[config.mk]
export PLATFORM = sky130hd
export DESIGN_NAME = mips_core
export DESIGN_NICKNAME = d
export VERILOG_FILES = /design/src/common/isa_pkg.sv /design/src/common/pipe_pkg.sv /design/src/decode/instr_decode.sv /design/src/verilog/reg_file.sv /design/src/execute/execute.sv /design/src/verilog/mem_wb_stage.sv /design/src/verilog/mips_core.sv
export SDC_FILE = /design/constraint.sdc
export NUM_CORES = 2
export LEC_CHECK = 0
export ABC_AREA = 1
export ABC_CLOCK_PERIOD_IN_PS = 6100
export CAP_MARGIN = 10
export CELL_PAD_IN_SITES_DETAIL_PLACEMENT = 0
export CELL_PAD_IN_SITES_GLOBAL_PLACEMENT = 2
export CORE_ASPECT_RATIO = 0.6
export CORE_MARGIN = 2
export CORE_UTILIZATION = 41
export CTS_CLUSTER_SIZE = 10
export DETAILED_ROUTE_END_ITERATION = 6
export DONT_BUFFER_PORTS = 1
export PLACE_DENSITY = 0.84
export SYNTH_ARGS = -nofsm -noshare
export SYNTH_HDL_FRONTEND = slang
export SYNTH_SLANG_ARGS = --single-unit
[constraint.sdc]
create_clock -name clk_i -period 6.1 [get_ports clk_i]
set_input_delay 0.61 -clock clk_i [delete_from_list [all_inputs] [get_ports clk_i]]
set_output_delay 0.61 -clock clk_i [all_outputs]
set_load 0.02 [all_outputs]
[src/common/isa_pkg.sv]
package isa_pkg;

    localparam int WORD_W     = 32;
    localparam int REG_ADDR_W = 5;
    localparam int OPCODE_W   = 6;
    localparam int IMM_W      = 16;
    localparam int SHAMT_W    = 5;
    localparam int NUM_REGS   = 32;

    typedef logic [WORD_W-1:0]     word_t;
    typedef logic [REG_ADDR_W-1:0] reg_addr_t;

    // primary opcode, inst[31:26]
    typedef enum logic [OPCODE_W-1:0] {
        OP_SPECIAL = 6'b000000,
        OP_ADDI    = 6'b001000,
        OP_ADDIU   = 6'b001001,
        OP_ANDI    = 6'b001100,
        OP_ORI     = 6'b001101,
        OP_XORI    = 6'b001110,
        OP_LUI     = 6'b001111,
        OP_PREF    = 6'b110011
    } opcode_e;

    // function code of special, inst[5:0]
    typedef enum logic [OPCODE_W-1:0] {
        F_SLL  = 6'b000000,
        F_SRL  = 6'b000010,
        F_SRA  = 6'b000011,
        F_SLLV = 6'b000100,
        F_SRLV = 6'b000110,
        F_SRAV = 6'b000111,
        F_MOVZ = 6'b001010,
        F_MOVN = 6'b001011,
        F_SYNC = 6'b001111,
        F_MFHI = 6'b010000,
        F_MTHI = 6'b010001,
        F_MFLO = 6'b010010,
        F_MTLO = 6'b010011,
        F_AND  = 6'b100100,
        F_OR   = 6'b100101,
        F_XOR  = 6'b100110,
        F_NOR  = 6'b100111
    } funct_e;

endpackage

[src/common/pipe_pkg.sv]
package pipe_pkg;

    localparam int ALU_OP_W  = 5;
    localparam int ALU_SEL_W = 3;

    typedef enum logic [ALU_OP_W-1:0] {
        ALU_NOP,
        ALU_OR,
        ALU_AND,
        ALU_XOR,
        ALU_NOR,
        ALU_SLL,
        ALU_SRL,
        ALU_SRA,
        ALU_MFHI,
        ALU_MFLO,
        ALU_MTHI,
        ALU_MTLO,
        ALU_MOVN,
        ALU_MOVZ,
        ALU_ADDI,
        ALU_ADDIU
    } alu_op_e;

    // which unit produces the write-back word
    typedef enum logic [ALU_SEL_W-1:0] {
        SEL_NOP,
        SEL_LOGIC,
        SEL_SHIFT,
        SEL_MOVE,
        SEL_ARITH
    } alu_sel_e;

    typedef struct packed {
        alu_op_e            alu_op;
        alu_sel_e           alu_sel;
        isa_pkg::word_t     op1;
        isa_pkg::word_t     op2;
        isa_pkg::reg_addr_t wd;    // destination register
        logic               wreg;  // write enable
    } id_ex_t;

    typedef struct packed {
        isa_pkg::reg_addr_t wd;
        logic               wreg;
        isa_pkg::word_t     wdata;
        logic               whilo; // hi/lo update
        isa_pkg::word_t     hi;
        isa_pkg::word_t     lo;
    } ex_res_t;

    typedef struct packed {
        isa_pkg::reg_addr_t wd;
        logic               wreg;
        isa_pkg::word_t     wdata;
    } wb_t;

endpackage

[src/decode/instr_decode.sv]
module instr_decode (
    input  logic                clk_i,
    input  logic                arst_n_i,
    input  isa_pkg::word_t      inst_i,
    input  isa_pkg::word_t      rdata1_i,
    input  isa_pkg::word_t      rdata2_i,
    input  pipe_pkg::ex_res_t   ex_fwd_i,  // last instruction
    input  pipe_pkg::ex_res_t   mem_fwd_i, // instruction before last
    output isa_pkg::reg_addr_t  raddr1_o,
    output isa_pkg::reg_addr_t  raddr2_o,
    output logic                re1_o,
    output logic                re2_o,
    output pipe_pkg::id_ex_t    id_ex_o
);
    import isa_pkg::*;
    import pipe_pkg::*;

    word_t     ir;
    opcode_e   op;
    funct_e    fn;
    reg_addr_t rs;
    reg_addr_t rt;
    reg_addr_t rd;
    logic [SHAMT_W-1:0] sa;

    alu_op_e   alu_op;
    alu_sel_e  alu_sel;
    reg_addr_t wd;
    logic      wreg_base;
    logic      wreg;
    logic      re1;
    logic      re2;
    word_t     imm;
    word_t     op1;
    word_t     op2;

    // forward from execute first, then memory, then the register file
    function automatic word_t resolve(input logic re, input reg_addr_t addr,
                                      input word_t rdata, input word_t imm_v,
                                      input ex_res_t ex_f, input ex_res_t mem_f);
        if (!re) begin
            return imm_v;
        end else if (ex_f.wreg && ex_f.wd == addr && addr != '0) begin
            return ex_f.wdata;
        end else if (mem_f.wreg && mem_f.wd == addr && addr != '0) begin
            return mem_f.wdata;
        end
        return rdata;
    endfunction

    always_ff @(posedge clk_i or negedge arst_n_i) begin
        if (!arst_n_i) begin
            ir <= '0;
        end else begin
            ir <= inst_i;
        end
    end

    assign op = opcode_e'(ir[31:26]);
    assign fn = funct_e'(ir[5:0]);
    assign rs = ir[25:21];
    assign rt = ir[20:16];
    assign rd = ir[15:11];
    assign sa = ir[10:6];

    always_comb begin
        alu_op    = ALU_NOP;
        alu_sel   = SEL_NOP;
        wd        = rd;    // rd unless an i-type
        wreg_base = 1'b0;
        re1       = 1'b0;
        re2       = 1'b0;
        imm       = '0;
        case (op)
            OP_SPECIAL: begin
                case (fn)
                    F_OR, F_AND, F_XOR, F_NOR: begin
                        if (sa == '0) begin
                            alu_sel   = SEL_LOGIC;
                            wreg_base = 1'b1;
                            re1       = 1'b1;
                            re2       = 1'b1;
                            case (fn)
                                F_OR:    alu_op = ALU_OR;
                                F_AND:   alu_op = ALU_AND;
                                F_XOR:   alu_op = ALU_XOR;
                                default: alu_op = ALU_NOR;
                            endcase
                        end
                    end
                    F_SLLV, F_SRLV, F_SRAV: begin
                        if (sa == '0) begin
                            alu_sel   = SEL_SHIFT;
                            wreg_base = 1'b1;
                            re1       = 1'b1; // amount from rs
                            re2       = 1'b1;
                            case (fn)
                                F_SLLV:  alu_op = ALU_SLL;
                                F_SRLV:  alu_op = ALU_SRL;
                                default: alu_op = ALU_SRA;
                            endcase
                        end
                    end
                    F_SLL, F_SRL, F_SRA: begin
                        // all-zero word is the canonical nop
                        if (rs == '0 && ir != '0) begin
                            alu_sel   = SEL_SHIFT;
                            wreg_base = 1'b1;
                            re2       = 1'b1;
                            imm       = {{(WORD_W-SHAMT_W){1'b0}}, sa}; // amount from sa
                            case (fn)
                                F_SLL:   alu_op = ALU_SLL;
                                F_SRL:   alu_op = ALU_SRL;
                                default: alu_op = ALU_SRA;
                            endcase
                        end
                    end
                    F_MFHI, F_MFLO: begin
                        alu_op    = (fn == F_MFHI) ? ALU_MFHI : ALU_MFLO;
                        alu_sel   = SEL_MOVE;
                        wreg_base = 1'b1;
                    end
                    F_MTHI, F_MTLO: begin
                        alu_op  = (fn == F_MTHI) ? ALU_MTHI : ALU_MTLO;
                        alu_sel = SEL_MOVE;
                        re1     = 1'b1;
                    end
                    F_MOVN, F_MOVZ: begin
                        alu_op  = (fn == F_MOVN) ? ALU_MOVN : ALU_MOVZ;
                        alu_sel = SEL_MOVE;
                        re1     = 1'b1;
                        re2     = 1'b1; // test operand
                    end
                    default: ;        // sync and unknown functs
                endcase
            end
            OP_ORI, OP_ANDI, OP_XORI: begin
                alu_sel   = SEL_LOGIC;
                wreg_base = 1'b1;
                re1       = 1'b1;
                wd        = rt;
                imm       = {{(WORD_W-IMM_W){1'b0}}, ir[IMM_W-1:0]};
                case (op)
                    OP_ORI:  alu_op = ALU_OR;
                    OP_ANDI: alu_op = ALU_AND;
                    default: alu_op = ALU_XOR;
                endcase
            end
            OP_LUI: begin
                // both operands take the immediate, so or gives it back
                alu_op    = ALU_OR;
                alu_sel   = SEL_LOGIC;
                wreg_base = 1'b1;
                wd        = rt;
                imm       = {ir[IMM_W-1:0], {(WORD_W-IMM_W){1'b0}}};
            end
            OP_ADDI, OP_ADDIU: begin
                alu_op    = (op == OP_ADDI) ? ALU_ADDI : ALU_ADDIU;
                alu_sel   = SEL_ARITH;
                wreg_base = 1'b1;
                re1       = 1'b1;
                wd        = rt;
                imm       = {{(WORD_W-IMM_W){ir[IMM_W-1]}}, ir[IMM_W-1:0]}; // sign extend
            end
            default: ;                // pref and unsupported words
        endcase
    end

    assign op1 = resolve(re1, rs, rdata1_i, imm, ex_fwd_i, mem_fwd_i);
    assign op2 = resolve(re2, rt, rdata2_i, imm, ex_fwd_i, mem_fwd_i);

    always_comb begin
        wreg = wreg_base;
        if (alu_op == ALU_MOVN) begin
            wreg = (op2 != '0);
        end else if (alu_op == ALU_MOVZ) begin
            wreg = (op2 == '0);
        end
    end

    assign raddr1_o = rs;
    assign raddr2_o = rt;
    assign re1_o    = re1;
    assign re2_o    = re2;

    always_comb begin
        id_ex_o.alu_op  = alu_op;
        id_ex_o.alu_sel = alu_sel;
        id_ex_o.op1     = op1;
        id_ex_o.op2     = op2;
        id_ex_o.wd      = wd;
        id_ex_o.wreg    = wreg;
    end

    a_wreg_has_class: assert property (@(posedge clk_i) disable iff (!arst_n_i)
        id_ex_o.wreg |-> id_ex_o.alu_sel != SEL_NOP);

endmodule

[src/verilog/reg_file.sv]
module reg_file (
    input  logic               clk_i,
    input  logic               arst_n_i,
    input  isa_pkg::reg_addr_t raddr1_i,
    input  isa_pkg::reg_addr_t raddr2_i,
    input  logic               re1_i,
    input  logic               re2_i,
    output isa_pkg::word_t     rdata1_o,
    output isa_pkg::word_t     rdata2_o,
    input  pipe_pkg::wb_t      wb_i
);
    import isa_pkg::*;

    word_t regs [NUM_REGS];

    // r0 reads zero; a same-cycle write bypasses the array
    function automatic word_t read_port(input logic re, input reg_addr_t addr);
        if (!re || addr == '0) begin
            return '0;
        end else if (wb_i.wreg && wb_i.wd == addr) begin
            return wb_i.wdata;
        end
        return regs[addr];
    endfunction

    always_ff @(posedge clk_i or negedge arst_n_i) begin
        if (!arst_n_i) begin
            for (int i = 0; i < NUM_REGS; i++) begin
                regs[i] <= '0;
            end
        end else if (wb_i.wreg && wb_i.wd != '0) begin
            regs[wb_i.wd] <= wb_i.wdata;
        end
    end

    assign rdata1_o = read_port(re1_i, raddr1_i);
    assign rdata2_o = read_port(re2_i, raddr2_i);

    // holds even while r0 is the write target
    a_r0_zero: assert property (@(posedge clk_i) disable iff (!arst_n_i)
        regs[0] == '0);

endmodule

[src/execute/execute.sv]
module execute (
    input  logic              clk_i,
    input  logic              arst_n_i,
    input  pipe_pkg::id_ex_t  id_ex_i,
    input  pipe_pkg::ex_res_t hilo_fwd_i, // ex_mem entry
    input  isa_pkg::word_t    hi_i,
    input  isa_pkg::word_t    lo_i,
    output pipe_pkg::ex_res_t ex_res_o
);
    import isa_pkg::*;
    import pipe_pkg::*;

    id_ex_t id_ex_q;
    word_t  hi_cur;
    word_t  lo_cur;
    word_t  logic_res;
    word_t  shift_res;
    word_t  move_res;
    word_t  arith_res;
    logic [SHAMT_W-1:0] shamt;

    always_ff @(posedge clk_i or negedge arst_n_i) begin
        if (!arst_n_i) begin
            id_ex_q <= '0;
        end else begin
            id_ex_q <= id_ex_i;
        end
    end

    // ex_mem is one step ahead of the hi/lo registers
    assign hi_cur = (hilo_fwd_i.whilo) ? hilo_fwd_i.hi : hi_i;
    assign lo_cur = (hilo_fwd_i.whilo) ? hilo_fwd_i.lo : lo_i;
    assign shamt  = id_ex_q.op1[SHAMT_W-1:0];

    always_comb begin
        case (id_ex_q.alu_op)
            ALU_OR:  logic_res = id_ex_q.op1 | id_ex_q.op2;
            ALU_AND: logic_res = id_ex_q.op1 & id_ex_q.op2;
            ALU_XOR: logic_res = id_ex_q.op1 ^ id_ex_q.op2;
            ALU_NOR: logic_res = ~(id_ex_q.op1 | id_ex_q.op2);
            default: logic_res = '0;
        endcase
    end

    always_comb begin
        case (id_ex_q.alu_op)
            ALU_SLL: shift_res = id_ex_q.op2 << shamt;
            ALU_SRL: shift_res = id_ex_q.op2 >> shamt;
            ALU_SRA: shift_res = word_t'($signed(id_ex_q.op2) >>> shamt);
            default: shift_res = '0;
        endcase
    end

    always_comb begin
        case (id_ex_q.alu_op)
            ALU_MFHI:           move_res = hi_cur;
            ALU_MFLO:           move_res = lo_cur;
            ALU_MOVN, ALU_MOVZ: move_res = id_ex_q.op1;
            default:            move_res = '0;
        endcase
    end

    assign arith_res = id_ex_q.op1 + id_ex_q.op2; // no overflow trap

    always_comb begin
        ex_res_o.wd    = id_ex_q.wd;
        ex_res_o.wreg  = id_ex_q.wreg;
        case (id_ex_q.alu_sel)
            SEL_LOGIC: ex_res_o.wdata = logic_res;
            SEL_SHIFT: ex_res_o.wdata = shift_res;
            SEL_MOVE:  ex_res_o.wdata = move_res;
            SEL_ARITH: ex_res_o.wdata = arith_res;
            default:   ex_res_o.wdata = '0;
        endcase
        ex_res_o.whilo = (id_ex_q.alu_op == ALU_MTHI) || (id_ex_q.alu_op == ALU_MTLO);
        ex_res_o.hi    = (id_ex_q.alu_op == ALU_MTHI) ? id_ex_q.op1 : hi_cur;
        ex_res_o.lo    = (id_ex_q.alu_op == ALU_MTLO) ? id_ex_q.op1 : lo_cur;
    end

    a_no_dual_write: assert property (@(posedge clk_i) disable iff (!arst_n_i)
        !(ex_res_o.whilo && ex_res_o.wreg));

endmodule

[src/verilog/mem_wb_stage.sv]
module mem_wb_stage (
    input  logic              clk_i,
    input  logic              arst_n_i,
    input  pipe_pkg::ex_res_t ex_res_i,
    output pipe_pkg::ex_res_t ex_mem_o,
    output isa_pkg::word_t    hi_o,
    output isa_pkg::word_t    lo_o,
    output pipe_pkg::wb_t     wb_o
);
    import isa_pkg::*;
    import pipe_pkg::*;

    ex_res_t ex_mem_q;
    wb_t     mem_wb_q;
    word_t   hi_q;
    word_t   lo_q;

    always_ff @(posedge clk_i or negedge arst_n_i) begin
        if (!arst_n_i) begin
            ex_mem_q <= '0;
            mem_wb_q <= '0;
        end else begin
            ex_mem_q       <= ex_res_i;
            mem_wb_q.wd    <= ex_mem_q.wd;
            mem_wb_q.wreg  <= ex_mem_q.wreg;
            mem_wb_q.wdata <= ex_mem_q.wdata;
        end
    end

    // hi/lo commit alongside the mem_wb load
    always_ff @(posedge clk_i or negedge arst_n_i) begin
        if (!arst_n_i) begin
            hi_q <= '0;
            lo_q <= '0;
        end else if (ex_mem_q.whilo) begin
            hi_q <= ex_mem_q.hi;
            lo_q <= ex_mem_q.lo;
        end
    end

    assign ex_mem_o = ex_mem_q;
    assign hi_o     = hi_q;
    assign lo_o     = lo_q;
    assign wb_o     = mem_wb_q;

    a_hilo_hold: assert property (@(posedge clk_i) disable iff (!arst_n_i)
        !ex_mem_q.whilo |=> $stable(hi_q) && $stable(lo_q));

endmodule

[src/verilog/mips_core.sv]
module mips_core (
    input  logic               clk_i,
    input  logic               arst_n_i,
    input  isa_pkg::word_t     inst_i,
    output logic               wb_we_o,
    output isa_pkg::reg_addr_t wb_addr_o,
    output isa_pkg::word_t     wb_data_o
);
    import isa_pkg::*;
    import pipe_pkg::*;

    reg_addr_t raddr1;
    reg_addr_t raddr2;
    logic      re1;
    logic      re2;
    word_t     rdata1;
    word_t     rdata2;
    word_t     hi;
    word_t     lo;
    id_ex_t    id_ex;
    ex_res_t   ex_res;   // also the execute forward
    ex_res_t   ex_mem;   // memory forward and hi/lo source
    wb_t       wb;

    instr_decode u_decode (
        .clk_i     (clk_i),
        .arst_n_i  (arst_n_i),
        .inst_i    (inst_i),
        .rdata1_i  (rdata1),
        .rdata2_i  (rdata2),
        .ex_fwd_i  (ex_res),
        .mem_fwd_i (ex_mem),
        .raddr1_o  (raddr1),
        .raddr2_o  (raddr2),
        .re1_o     (re1),
        .re2_o     (re2),
        .id_ex_o   (id_ex)
    );

    reg_file u_reg_file (
        .clk_i    (clk_i),
        .arst_n_i (arst_n_i),
        .raddr1_i (raddr1),
        .raddr2_i (raddr2),
        .re1_i    (re1),
        .re2_i    (re2),
        .rdata1_o (rdata1),
        .rdata2_o (rdata2),
        .wb_i     (wb)
    );

    execute u_execute (
        .clk_i      (clk_i),
        .arst_n_i   (arst_n_i),
        .id_ex_i    (id_ex),
        .hilo_fwd_i (ex_mem),
        .hi_i       (hi),
        .lo_i       (lo),
        .ex_res_o   (ex_res)
    );

    mem_wb_stage u_mem_wb (
        .clk_i    (clk_i),
        .arst_n_i (arst_n_i),
        .ex_res_i (ex_res),
        .ex_mem_o (ex_mem),
        .hi_o     (hi),
        .lo_o     (lo),
        .wb_o     (wb)
    );

    assign wb_we_o   = wb.wreg;
    assign wb_addr_o = wb.wd;
    assign wb_data_o = wb.wdata;

endmodule

-- Word-level counts from Yosys, hierarchy flattened
Index checks and enable logic that the tools add are counted.
- shift operators: 3
- $lt $le $gt $ge: 4
- equal/unequal tests: 46
- multiplexer cells: 73
- bitwise operators: 7
- reductions and logical operators: 44
- $add $sub $neg: 1
- operator list (operator ; count):
    bitwise mux 1024 bit ; 1
    two-way mux 32 bit ; 24
    case mux 32 bit (4 select lines) ; 3
    binary-select mux 32 bit (select 5 bit) ; 2
    case mux 32 bit (3 select lines) ; 2
    demux 32 bit (select 5 bit) ; 1
    nonzero test 32 bit ; 2
    equality test 6 x 4 -> 1 bit, second input constant ; 8
    equality test 5 x 4 -> 1 bit, second input constant ; 8
    adder 32 bit ; 1
    AND 32 bit ; 1
    logical NOT 32 bit ; 1
    inverter 32 bit ; 1
    OR 32 bit ; 1
    left shift 32 x 5 -> 32 bit ; 1
    >> shifter 32 x 5 -> 32 bit ; 1
    >>> shifter 32 x 5 -> 32 bit ; 1
    bitwise XOR 32 bit ; 1
    equality test 5 bit ; 6
    case mux 5 bit (6 select lines) ; 1
    two-way mux 5 bit ; 5
    equality test 6 x 5 -> 1 bit, second input constant ; 4
    equality test 6 bit, second input constant ; 4
    equality test 5 x 3 -> 1 bit, second input constant ; 4
    30 further kinds ; 94
- bits in registers: 1339
- bits of input ports: 34
- logic and storage cells: 228
- output and inout bits: 38

-- Depth between registers and ports, before layout
- word-level depth: 13
- gate-level depth with buffers: 27
- mapped depth without buffers: 25

-- Modules after synthesis
A second synthesis with hierarchy kept.
- cell total of the unflattened synthesis: 12439
- area, all modules: 81984.9 um^2
- by module, submodules not included (module ; seq. area each (um^2) ; cells each ; area an instance (um^2) ; instances):
    reg_file ; 25624.6 ; 8969 ; 59560.9 ; 1
    execute ; 1951.9 ; 2195 ; 11808.8 ; 1
    mem_wb_stage ; 5129.9 ; 411 ; 5974.5 ; 1
    instr_decode ; 800.8 ; 864 ; 4640.7 ; 1

-- Least setup slack after synthesis
OpenSTA, ideal clock, no wires.
- kind: register to register
- from: register u_execute.id_ex_q[41] (netlist bit)
- to: register u_execute.id_ex_q (netlist bit u_execute.ex_res_o[97])
- data required time: 5.975 ns
- library setup time: 0.125 ns
- arrival: 2.800 ns
- period minus slack after synthesis: 2.925 ns
- path buffers: 3
- setup slack: 3.175 ns
- stages on the path, launching flop included: 26
- cell sequence: dfrtp_1 buf_2 inv_1 buf_2 buf_2 ha_1 nand2_1 inv_1 a21oi_1 nand2_1 nand2_1 nand2_1 nand2_1 nand3_1 nand3_1 nand3_1 nand2_1 nand2_1 a21oi_1 nand2_1 inv_1 nand2_1 nor2_1 nand3_1 nand2_1 nand3_1
- RTL lines (what ; RTL line ; text):
    start, declared ; execute.sv:13 ; id_ex_t id_ex_q;
    start signal, assigned ; execute.sv:26 ; id_ex_q <= id_ex_i;

==> out/qor.yml <==
outcome: "complete, no violations"
max_slew_margin_pct: 3.97
reg2reg_depth: 18
max_freq_mhz: 193
crit_path_end_kind: "flop"
synth_compound_area_share_pct: 24.8
syn-cell-area_mm2: 0.0766
clock_skew_ns: 0.0807
hold_ws_ns: 0.321
synth_edf_count: 0
max_stage_delay_ns: 0.69
r2r-end: "u_execute.ex_res_o[97]$_DFF_PN0_"
post_cts_resized: 0
die_height_um: 339
area_growth_pct: 8.52
synth-xor-area-share_pct: 0.103
fill_cells: 18900
io_buffers: 0
fin_crit_ns: 5.18
leakage_nw: 36.2
dp_cells: 12500
pwr-share-clk_pct: 43.6
seq_area_frac_synth_pct: 43.7
synthMuxAreaShare_pct: 0
critical_path.top_delay_family: "simple AND/OR/NAND/NOR gates"
syn-num-nets: 10800
reg2reg_slack_ns: 0.92
drt-total-wl_mm: 374
core_mm2: 0.185
slew_viol_final: 0
use_met1_pct: 58.9
hp-start: "inst_i[23]"
gp_congestion: 1.04
power.density_mw_per_mm2: 246
vias: 78200
syn_inst: 10700
final_cells: 12700
gr-usage-met3_pct: 13.3
path_class: "reg2reg"
first_pass_iters: 6
path_max_fanout: 36
holdPathEnd: "u_decode.ir[23]$_DFF_PN0_"
cts_tree: "built"
path_cells: "nor2_4, nand3_2, nor2_1, nand2_2, nand3_2, nand2_2, inv_2, nand3_4, inv_2, nand3_1, nand2_1, nand2_1, nor2_1, nand2_1, nor2_1, nand3_1, nand2_1, nand3_1"
p_int_mw: 14.6
startpoint: "u_decode.ir[23]$_DFF_PN0_"
fin_area_mm2: 0.0831
cp_slowest_cell: "inv_2"
post-route-period-util_pct: 84.9
synth_fa_ha_area_share_pct: 1.09
synth_top_family_by_area: "compound AO/OA/AOI/OAI gates"
ys.flop_type: "dfrtp_1"
fin_ws_ns: 0.922
synth.distinct_cells: 53
gr-total-overflow: 0
grt-busiest-layer: "met1"
dr.first_iter.drc_count: 12200
cts_root_buf: "clkbuf_16"
r2r-start: "u_decode.ir[23]$_DFF_PN0_"
routedWlPerCell_um: 29.4
worst_setup_path_start_kind: "flop"
whs_path_depth: 1
htree_levels: 4
drc: 0
clock-sinks: 1338
dpl_worst_slack_ns: 1.29
final_common_cell: "nand2_1"
worst-path-buf-inv: 2
layout_common_cells: "2,213 x nand2_1, 2,192 x o21ai_0, 1,325 x dfrtp_1"
ios: 72
grt_first_pass_wirelength_mm: 531
vias_per_cell: 6.13
ant_nets: 0
setup_viol: 0
dieArea_mm2: 0.190
initial_core_util_pct: 41.4
ys_seq_elements: 1338
cts_hold_buf: 34
dp_hpwl_mm: 241
critPathRequiredTime_ns: 6.78
combPwrFrac_pct: 10.8
worst_slew_pin_slew_ns: 1.44
antenna_found_initial: 8
placed_area_mm2: 0.0782
syn_avg_cell_area_um2: 7.14
power_mw: 20.4
grt_pass1_vias: 69800
drive_gt1_share_pct: 4.84
rows: 122
rsz0062_at_grt: "no"
cts_setup_buffers: 0
final_nets: 10300
finalSetupTns_ns: 0
clock_path_buffers: 4
die_w_um: 562
grt_use_met2_pct: 49.3
clkSlewWorstSetupHoldPaths_ns: 0.06
switching_share_pct: 28.3
synthArstFlopShare_pct: 100
groute.usage.overall_pct: 38.4
power_frac_seq_pct: 45.6
numCtsBuffers: 163
max-vdd-ir-drop_mv: 0.213
yosys_warnings: 0
insertion_delay_ns: 0.86
power_switching_mw: 5.77
hp-class: "in2reg"
crit_top_cell: "nand2_1"
yosys.area_share.simple_pct: 21.0
fin_util_pct: 44.9
grt_max_degree: 265
drv_cap: 0
hold_viol_final: 0
arrival_ns: 5.85
-- worst reg2reg max path: stages (launching register included) --
cell	delay, ns
dfrtp_4	0.66
nor2_4	0.50
nand3_2	0.19
nor2_1	0.21
nand2_2	0.11
nand3_2	0.11
nand2_2	0.29
inv_2	0.21
nand3_4	0.40
inv_2	0.69
nand3_1	0.20
nand2_1	0.13
nand2_1	0.07
nor2_1	0.19
nand2_1	0.09
nor2_1	0.65
nand3_1	0.14
nand2_1	0.09
nand3_1	0.07
-- power groups by stage --
| stage | logic, mW | registers, mW | clock network [mW] |
|---|---|---|---|
| 4_1_cts | 2.15 | 9.29 | 8.99 |
| 3_5_place_dp | 2.10 | 9.45 | 0 |
| 3_3_place_gp | 2.10 | 9.44 | 0 |
| 5_1_grt | 2.38 | 9.32 | 9.36 |
| 6_report | 2.21 | 9.30 | 8.90 |
| 2_1_floorplan | 1.23 | 9.36 | 0 |
-- cell usage after synthesis, drive strengths merged, types with 17 or more instances --
cell type,n,share of area (%)
inv,886,4.3
a221oi,17,0.19
o22ai,45,0.37
o21ai,2206,14
nor3,26,0.20
dfrtp,1338,44
o221ai,17,0.19
nor2,607,3.1
a21oi,1149,7.5
nand2,2236,11
clkbuf,603,3.0
nand4,46,0.38
o211ai,137,1.3
ha,65,1.1
buf,293,1.9
a211oi,19,0.19
nand3,938,6.2
-- flip-flops by register name (all words and copies together), names as in the netlist --
signal	flops
u_decode.ir	32
u_execute.ex_res_o	6
u_execute.id_ex_q	71
u_mem_wb.ex_mem_o	103
u_mem_wb.hi_o	32
u_mem_wb.lo_o	32
u_mem_wb.wb_o	38
u_reg_file.regs	1024
-- kinds of logic (layout without fill, tap and decap cells) --
kind of cell             count (synthesis)  count (layout)
AO/OA/AOI/OAI                         3646            3646
adder cells (fa/ha/maj)                 66              66
other                                    0              11
buffers and inverters                 1792            1327
flip-flops                            1338            1338
XOR/XNOR                                 9               9
AND/OR/NAND/NOR                       3872            3872
-- metal layers --
metal,part of all wire [%],wire length [µm]
met2,38,141000
met3,13,49900
met5,0.0035,13
met1,46,171000
met4,3.3,12200
-- how the worst max path moves through the flow --
stage | end | slack, ns | depth (start not counted)
final | u_execute.ex_res_o[97]$_DFF_PN0_ | 0.92 | 18
after global placement | u_execute.ex_res_o[97]$_DFF_PN0_ | 1.29 | 18
after detailed placement | u_execute.ex_res_o[97]$_DFF_PN0_ | 1.29 | 18
after floorplan | u_execute.ex_res_o[97]$_DFF_PN0_ | 3.17 | 25
after global routing | u_execute.ex_res_o[97]$_DFF_PN0_ | 0.66 | 18
after CTS | u_execute.ex_res_o[97]$_DFF_PN0_ | 1.23 | 18
-- layout make-up --
type / count / area [µm²] / share of cell area [%]
Sequential cell: 1338 / 33500 / 40.3
Clock inverter: 7 / 119 / 0.143
Multi-Input combinational cell: 7593 / 36300 / 43.7
Antenna cell: 11 / 27.5 / 0.0331
Tap cell: 2480 / 3100 / 3.73
Inverter: 896 / 3400 / 4.09
Timing Repair Buffer: 231 / 2280 / 2.74
Clock buffer: 193 / 4310 / 5.18
(Power assumes the default switching activity.)
